[config.mk]
export PLATFORM = sky130hd
export DESIGN_NAME = l2_cache_tag
export DESIGN_NICKNAME = d
export VERILOG_FILES = /design/src/source/l2_cache_pkg.sv /design/src/source/sram_1r1w.sv /design/src/source/cache_lru.sv /design/src/source/l2_cache_tag.sv
export SDC_FILE = /design/constraint.sdc
export NUM_CORES = 2
export LEC_CHECK = 0
export ABC_CLOCK_PERIOD_IN_PS = 4770
export BUFFER_PORTS_ARGS = -buffer_cell sky130_fd_sc_hd__buf_2
export CAP_MARGIN = 20
export CORE_MARGIN = 3
export CORE_UTILIZATION = 55
export DETAILED_ROUTE_END_ITERATION = 6
export GPL_TIMING_DRIVEN = 0
export PLACE_DENSITY = 0.74
export SLEW_MARGIN = 10
export SYNTH_ARGS = -nofsm -noshare
export SYNTH_HDL_FRONTEND = slang
export SYNTH_SLANG_ARGS = --single-unit
[constraint.sdc]
create_clock -name clk -period 4.77 [get_ports clk]
set_input_delay 0.954 -clock clk [delete_from_list [all_inputs] [get_ports clk]]
set_output_delay 0.954 -clock clk [all_outputs]
set_load 0.01 [all_outputs]
[src/source/l2_cache_pkg.sv]
//--------------------------------------------------------------------------
// L2 cache shared definitions
// Word, line and address types and the fixed cache geometry
//--------------------------------------------------------------------------

package l2_cache_pkg;

	// Data word size in bits
	localparam int WORD_WIDTH = 32;

	// Words per cache line
	localparam int LINE_WORDS = 4;

	// Ways per set, fixed by the 3-bit pseudo-LRU tree
	localparam int NUM_WAYS = 4;

	// Byte offset within a line
	localparam int OFFSET_BITS = 4;

	// One data word
	typedef logic [WORD_WIDTH - 1:0] word_t;

	// One cache line, word 0 in the low bits
	typedef word_t [LINE_WORDS - 1:0] line_t;

	// Byte address from the client
	typedef logic [31:0] addr_t;

	// Way number within a set
	typedef logic [1:0] way_idx_t;

endpackage

[src/source/sram_1r1w.sv]
//--------------------------------------------------------------------------
// One-read one-write synchronous memory
// Registered read, read-during-write returns old or new data
//--------------------------------------------------------------------------

module sram_1r1w
	#(parameter type DATA_TYPE = logic,
	parameter int SIZE = 16,
	parameter bit READ_NEW_DATA = 1'b0,
	localparam int ADDR_WIDTH = $clog2(SIZE))
	(input clk,

	// Read port
	input read_en,
	input [ADDR_WIDTH - 1:0] read_addr,
	output DATA_TYPE read_data,

	// Write port
	input write_en,
	input [ADDR_WIDTH - 1:0] write_addr,
	input DATA_TYPE write_data);

	// Storage array
	DATA_TYPE data[SIZE];

	always_ff @(posedge clk)
	begin
		if (write_en)
			data[write_addr] <= write_data;

		if (read_en)
		begin
			// Forward the write on an address collision if asked to
			if (READ_NEW_DATA && write_en && write_addr == read_addr)
				read_data <= write_data;
			else
				read_data <= data[read_addr];
		end
	end

endmodule

[src/source/cache_lru.sv]
//--------------------------------------------------------------------------
// Tree pseudo-LRU for four ways
// Picks fill victims and marks ways most recently used
//--------------------------------------------------------------------------

module cache_lru
	#(parameter int NUM_SETS = 16,
	localparam int SET_INDEX_WIDTH = $clog2(NUM_SETS))
	(input clk,
	input reset,

	// Victim lookup for fills
	input fill_en,
	input [SET_INDEX_WIDTH - 1:0] fill_set,
	output l2_cache_pkg::way_idx_t fill_way,

	// Lookup of client accesses
	input access_en,
	input [SET_INDEX_WIDTH - 1:0] access_set,

	// Hit way reported back one cycle later
	input access_update_en,
	input l2_cache_pkg::way_idx_t access_update_way);

	// Tree bits per set, [2] root, [1] left pair, [0] right pair
	logic [2:0] tree_bits[NUM_SETS];

	// Set of the access now in the read stage
	logic [SET_INDEX_WIDTH - 1:0] update_set;

	logic [2:0] hit_bits;
	logic [2:0] fill_bits;
	l2_cache_pkg::way_idx_t victim;

	// Follow the tree towards the least recently used way
	function automatic l2_cache_pkg::way_idx_t pick_victim(input logic [2:0] bits);
		if (bits[2])
			return {1'b1, bits[0]};
		else
			return {1'b0, bits[1]};
	endfunction

	// Point every bit on the path away from the used way
	function automatic logic [2:0] mark_used(input logic [2:0] bits,
		input l2_cache_pkg::way_idx_t way);
		logic [2:0] result;

		result = bits;
		result[2] = !way[1];
		if (way[1])
			result[0] = !way[0];
		else
			result[1] = !way[0];
		return result;
	endfunction

	always_comb
	begin
		hit_bits = mark_used(tree_bits[update_set], access_update_way);

		// Fill sees a same-cycle hit update to its set
		if (access_update_en && update_set == fill_set)
			fill_bits = hit_bits;
		else
			fill_bits = tree_bits[fill_set];

		victim = pick_victim(fill_bits);
	end

	always_ff @(posedge clk, posedge reset)
	begin
		if (reset)
		begin
			for (int set_idx = 0; set_idx < NUM_SETS; set_idx++)
				tree_bits[set_idx] <= 3'b000;
			update_set <= '0;
			fill_way <= '0;
		end
		else
		begin
			if (access_en)
				update_set <= access_set;

			if (access_update_en)
				tree_bits[update_set] <= hit_bits;

			// Fill write comes last so it wins on the same set
			if (fill_en)
			begin
				tree_bits[fill_set] <= mark_used(fill_bits, victim);
				fill_way <= victim;
			end
		end
	end

endmodule

[src/source/l2_cache_tag.sv]
//--------------------------------------------------------------------------
// L2 cache tag stage
// Reads tags, valid and dirty bits and LRU victim for the next stage
//--------------------------------------------------------------------------

module l2_cache_tag
	#(parameter int NUM_SETS = 16,
	localparam int SET_INDEX_WIDTH = $clog2(NUM_SETS),
	localparam int TAG_WIDTH = $bits(l2_cache_pkg::addr_t) - SET_INDEX_WIDTH
		- l2_cache_pkg::OFFSET_BITS)
	(input clk,
	input reset,

	// Client access
	input request_valid,
	input request_store,
	input l2_cache_pkg::addr_t request_address,
	input l2_cache_pkg::word_t request_store_data,

	// Line fill from memory
	input fill_valid,
	input l2_cache_pkg::addr_t fill_address,
	input l2_cache_pkg::line_t fill_data,

	// Metadata updates from the read stage
	input [l2_cache_pkg::NUM_WAYS - 1:0] update_tag_en,
	input [SET_INDEX_WIDTH - 1:0] update_tag_set,
	input update_tag_valid,
	input [TAG_WIDTH - 1:0] update_tag_value,
	input [l2_cache_pkg::NUM_WAYS - 1:0] update_dirty_en,
	input [SET_INDEX_WIDTH - 1:0] update_dirty_set,
	input update_dirty_value,
	input update_lru_en,
	input l2_cache_pkg::way_idx_t update_lru_way,

	// To the read stage
	output logic stage_valid,
	output logic stage_is_fill,
	output logic stage_store,
	output l2_cache_pkg::addr_t stage_address,
	output l2_cache_pkg::word_t stage_store_data,
	output l2_cache_pkg::line_t stage_fill_data,
	output logic way_valid[l2_cache_pkg::NUM_WAYS],
	output logic [TAG_WIDTH - 1:0] way_tag[l2_cache_pkg::NUM_WAYS],
	output logic way_dirty[l2_cache_pkg::NUM_WAYS],
	output l2_cache_pkg::way_idx_t fill_way);

	logic lookup_en;
	l2_cache_pkg::addr_t lookup_address;
	logic [SET_INDEX_WIDTH - 1:0] lookup_set;

	// Requests and fills never overlap, so one lookup port
	assign lookup_en = request_valid || fill_valid;
	assign lookup_address = fill_valid ? fill_address : request_address;
	assign lookup_set = lookup_address[l2_cache_pkg::OFFSET_BITS +: SET_INDEX_WIDTH];

	cache_lru #(.NUM_SETS(NUM_SETS)) lru(
		.clk,
		.reset,
		.fill_en(fill_valid),
		.fill_set(lookup_set),
		.fill_way,
		.access_en(request_valid),
		.access_set(lookup_set),
		.access_update_en(update_lru_en),
		.access_update_way(update_lru_way));

	// Per-way metadata
	for (genvar way = 0; way < l2_cache_pkg::NUM_WAYS; way++)
	begin : way_gen
		// Valid bits live in flops so reset clears them
		logic line_valid[NUM_SETS];

		sram_1r1w #(
			.DATA_TYPE(logic [TAG_WIDTH - 1:0]),
			.SIZE(NUM_SETS),
			.READ_NEW_DATA(1'b1)
		) tag_sram(
			.clk,
			.read_en(lookup_en),
			.read_addr(lookup_set),
			.read_data(way_tag[way]),
			.write_en(update_tag_en[way]),
			.write_addr(update_tag_set),
			.write_data(update_tag_value));

		sram_1r1w #(
			.DATA_TYPE(logic),
			.SIZE(NUM_SETS),
			.READ_NEW_DATA(1'b1)
		) dirty_sram(
			.clk,
			.read_en(lookup_en),
			.read_addr(lookup_set),
			.read_data(way_dirty[way]),
			.write_en(update_dirty_en[way]),
			.write_addr(update_dirty_set),
			.write_data(update_dirty_value));

		always_ff @(posedge clk, posedge reset)
		begin
			if (reset)
			begin
				for (int set_idx = 0; set_idx < NUM_SETS; set_idx++)
					line_valid[set_idx] <= 1'b0;
				way_valid[way] <= 1'b0;
			end
			else
			begin
				if (lookup_en)
				begin
					// Bypass a valid update landing this cycle
					if (update_tag_en[way] && update_tag_set == lookup_set)
						way_valid[way] <= update_tag_valid;
					else
						way_valid[way] <= line_valid[lookup_set];
				end

				if (update_tag_en[way])
					line_valid[update_tag_set] <= update_tag_valid;
			end
		end
	end

	// Pipeline control
	always_ff @(posedge clk, posedge reset)
	begin
		if (reset)
		begin
			stage_valid <= 1'b0;
			stage_is_fill <= 1'b0;
		end
		else
		begin
			stage_valid <= lookup_en;
			stage_is_fill <= fill_valid;
		end
	end

	// Access fields and fill line
	always_ff @(posedge clk)
	begin
		stage_store <= request_store;
		stage_address <= lookup_address;
		stage_store_data <= request_store_data;
		stage_fill_data <= fill_data;
	end

	// No arbiter in front, the memory side must hold off fills
	assert property (@(posedge clk) disable iff (reset)
		!(request_valid && fill_valid));

endmodule

==> summary by stage <==
Pwr
In this run switching power makes up 23.3% of total power. The total net switching power is 9.33 mW. Dividing total power by cell area gives a power density of 446 nW/um^2. IR analysis of the VDD net gives a maximum drop of 0.367 mV.

Cell internal power was estimated by the tool at 30.7 mW. The leakage dissipation is 31.3 nW. Of the total power, registers draw 51.1%. The clock network fraction of design power is 38.3%. The share of total power dissipated in combinational logic is 10.6%.

Logic synthesis
After synthesis, the mean cell area works out to 19.5 um^2. Yosys printed 0 warnings. The synthesized netlist net count is 4215. The proportion of register bits with asynchronous set or reset after synthesis is 6.15%. The synthesized netlist occupies a cell area of 76800 um^2. The synthesized design contains 1700 enable-type register cells. In this run, distinct cell masters in the synthesized netlist total 50. In this run, synthesis produced a sequential element count of 2017. Sequential cells were found to cover 75.5% of the synthesized design area.

The predominant post-synthesis flop cell is edfxtp_1. Synthesis handed over a netlist of 3941 instances.

Cells and area
The area growth from synthesis to layout is 16.5%. Fill cells in the final layout number 9273. The post-route netlist has 34.9% of its cells at a drive strength greater than 1.

The register cell area after layout is 58000 um^2. The net count of the finished layout is 5019. The area taken by multi-input logic gates is 17800 um^2.

Routing
The final wirelength is 194000 um. The detailed router used layers up to and including met5. The number of nets with antenna violations after routing is 0. The count of routing violations after the opening detailed-route iteration is 5132.

The sum of met2 wire segment lengths after detailed routing is 95400 um. In the detailed route, the total length drawn on met3 is 20000 um. The wire length on met1 is 72000 um. The wire length per cell after detailed routing is 28.6 um. The pre-antenna-repair detailed-routing pass consisted of 7 iterations. The via total after detailed routing is 41300. The remaining routing DRC violations is 0.

Dividing the detail-routed via count by the number of cells gives 6.09.

Timing
At the pin with the least slew margin, the transition time is 1.16 ns. Setup repair after global routing left no endpoint under its margin. The relative slew slack is 22.9%. Hold timing on the final database bottoms out at a slack of 0.161 ns.

Setup violations remaining at the end of the flow were counted as 0. The part of the cycle the worst path needs is 92.8%. Setup slack closes at 0.345 ns. Based on the critical path, the design can be clocked at up to 226 MHz. The count of final hold-check violations was 0. The final number of max-transition violations is 0.

The worst clock skew is 0.0308 ns. The shortest clock period the worst path allows after layout is 4.43 ns.

GRT
The initial antenna violation count is 12. The number of global-route vias before repair was 42800. The global-route wire length before repair is 283000 um. Across every metal layer, demand over resource in global routing totals 26.9%. Entering global routing, the biggest net connects 83 pins. The total grt overflow is 0.

Setup path
The largest stage delay on the critical path is 0.82 ns. The worst register-to-register path has a setup slack of 1.38 ns. The cell type of the slowest stage on the worst timing path is mux2i_2. The startpoint class of the critical path is a primary input. Data on the critical path is required at its endpoint by 5.30 ns. For the worst setup path, the data arrival time is 4.95 ns. The worst setup path is captured at a flop.

In this design, the largest share of critical-path delay is due to buffers and inverters. Together, buffers and inverters on the worst path number 6. The critical path goes through buf_2, buf_6, mux2i_2, clkinv_1, buf_2, clkbuf_2, clkbuf_2, mux4_2, nand2_1, a31oi_1, mux2_2. Along the worst path, the maximum fanout reaches 10.

The path type of the worst setup path is primary input to flop.

CTS
TritonCTS built the clock tree. The count of hold buffers inserted by post-cts repair is 0. Clock-pin slew was measured on the worst setup and hold paths at 0.06 ns.

In this run the post-CTS setup repair buffer count came out at 0. The number of gates resized after CTS was 0. The clock net in this run drives a total of 2017 sinks. The deepest level of the CTS H-tree is 4. At the later pin of the worst-skew pair, clock insertion delay measures 0.81 ns. Buffers inserted during clock tree synthesis total 196.

The clock tree buffer depth is 3. The root buffer cell is clkbuf_16.

Die
The core outline area is 138000 um^2. The overall die area is 144000 um^2. For this configuration, the core starts out at a cell density of 55.6%. The total number of placement rows is 136. The overall die width is 380 um. The y dimension of the die is 380 um.

During I/O placement, the number of pins put on the boundary was 575.

Worst hold path
The worst hold path belongs to the class primary input to async pin.

Placed design
OpenSTA, run right after detailed placement, puts the worst setup slack at -0.501 ns. The port buffer count is 563. The post-detailed-placement half-perimeter wirelength is 121000 um.

The congestion estimate from routability-driven global placement came to 0.872.

Outcome
The run finished with clean final reports.

Run
The max-capacitance violation count is 0.
cell families after synthesis:
kind of cell | after synthesis | synth area share, %
DFF | 2017 | 75.5
and+or+nand+nor | 817 | 4.98
muxes | 679 | 16.4
buffers and inverters | 228 | 1.46
AOI/OAI and AO/OA | 186 | 1.48
xor gates and xnor gates | 14 | 0.184
routing by layer:
layer	track usage, %	vias up
li1	-	17300
met1	35.4	21400
met2	43.6	2207
met3	7.32	388
met4	9.60	10
met5	0	-
cells in the mapped netlist (2+ instances only):
| library cell | n | area [um^2] |
|---|---|---|
| edfxtp_1 | 1700 | 51000 |
| nand2_1 | 456 | 1710 |
| mux4_2 | 429 | 9660 |
| mux2_2 | 221 | 2490 |
| dfxtp_1 | 193 | 3860 |
| and2_1 | 128 | 801 |
| dfrtp_1 | 124 | 3100 |
| clkbuf_1 | 123 | 462 |
| and3_1 | 107 | 669 |
| a31oi_1 | 102 | 638 |
| nor2_1 | 59 | 221 |
| buf_2 | 43 | 215 |
| a21oi_1 | 36 | 180 |
| o21ai_0 | 22 | 110 |
| buf_1 | 21 | 78.8 |
| buf_6 | 18 | 203 |
| mux2i_1 | 17 | 170 |
| nor3_1 | 17 | 85.1 |
| buf_4 | 16 | 120 |
| nand3_1 | 14 | 70.1 |
| xnor2_1 | 13 | 114 |
| nand2b_1 | 11 | 68.8 |
| a211oi_1 | 10 | 75.1 |
| mux4_1 | 7 | 184 |
| a221oi_1 | 4 | 35.0 |
| a31o_2 | 4 | 35.0 |
| inv_1 | 4 | 15.0 |
| mux2i_4 | 4 | 90.1 |
| nand2_2 | 4 | 25.0 |
| nor2b_1 | 4 | 25.0 |
| o21ai_2 | 3 | 26.3 |
| or3_1 | 3 | 18.8 |
| a22oi_1 | 2 | 15.0 |
| a32oi_1 | 2 | 17.5 |
| nand3b_1 | 2 | 15.0 |
| nor4_1 | 2 | 12.5 |
| nor4_4 | 2 | 42.5 |
| or4_1 | 2 | 15.0 |
cell type report:
cell class	instances	area share, %
repair buffers	606	4.33
multi-input cells	1696	19.9
clock inverters	98	0.995
well taps	1863	2.60
flip-flops and latches	2017	64.8
clock buffers	266	6.14
plain buffers	222	1.24
diodes	4	0.0112
inverters	6	0.0335
worst register-to-register path, cell delays in order (launching register included):
cell and delay [ns]:
dfrtp_1 0.32, buf_2 0.22, buf_2 0.29, mux4_2 0.23
nand3b_1 0.07, a32oi_1 0.64, mux2i_1 0.32, xnor2_1 0.81
buf_6 0.26, a21oi_1 0.08
flip-flops by register name, summed over array words and instances (netlist names):
name,cells
stage_valid,1
way_gen.line_valid,64
lru.update_set,4
way_gen.tag_sram.data,1536
stage_store,1
stage_store_data,32
lru.fill_way,2
stage_is_fill,1
way_gen.dirty_sram.data,64
lru.tree_bits,48
way_gen.dirty_sram.read_data,4
way_gen.tag_sram.read_data,96
stage_address,32
stage_fill_data,128
way_valid,4
worst paths after layout:
kind / from / endpoint / depth (start not counted)
max in group asynchronous: reset / way_gen[1].line_valid[5]$_DFFE_PP0P_ / 3
max reg2reg: lru.update_set[1]$_DFFE_PP0P_ / lru.tree_bits[16]$_DFF_PP0_ / 9
min reg2reg: way_gen[0].line_valid[9]$_DFFE_PP0P_ / way_gen[0].line_valid[9]$_DFFE_PP0P_ / 1
max: fill_valid / way_gen[2].tag_sram.read_data[23]$_DFFE_PP_ / 11
min in group clk: fill_data[118] / stage_fill_data[118]$_DFF_P_ / 1
min: reset / lru.tree_bits[28]$_DFF_PP0_ / 2
power groups by stage:
stage	clock network (mW)	logic, mW	registers (mW)
global placement	0	4.07	20.7
floorplan	0	2.46	20.7
CTS	15.5	4.24	20.4
detailed placement	0	4.20	20.8
finish	15.3	4.24	20.4
global route	16.2	4.53	20.5
placed cells by master, fill, tap and decap left out, types with 10 or more instances in the layout:
master / instances
a31oi_1: 102
nor2_1: 59
buf_4: 35
buf_2: 587
bufinv_16: 13
mux4_2: 429
and2_2: 64
xnor2_1: 13
nor3_1: 17
o21ai_0: 22
clkinv_2: 35
a211oi_1: 10
clkbuf_16: 204
mux2i_1: 17
and2_1: 64
dfxtp_1: 193
dfrtp_1: 124
edfxtp_1: 1700
a21oi_1: 36
nand3_1: 14
and3_1: 107
buf_16: 24
clkbuf_8: 17
nand2_1: 456
clkbuf_1: 162
clkinv_1: 35
buf_6: 19
buf_12: 15
mux2_2: 221
nand2b_1: 11
buf_1: 20
through the flow:
step,TNS [ns],std cells,cell area (um^2),utilization [%],power (mW)
final,0,6778,89600,64.8,40.0
after CTS,0,6770,89500,64.8,40.2
after detailed placement,-10.41,6406,83100,60.1,25.0
after floorplan,0,3941,76900,-,23.2
after global placement,-188.96,6367,82000,59.3,24.8
after global routing,0,6774,89600,64.8,41.2
No activity file was read; power rests on OpenSTA's default activity.
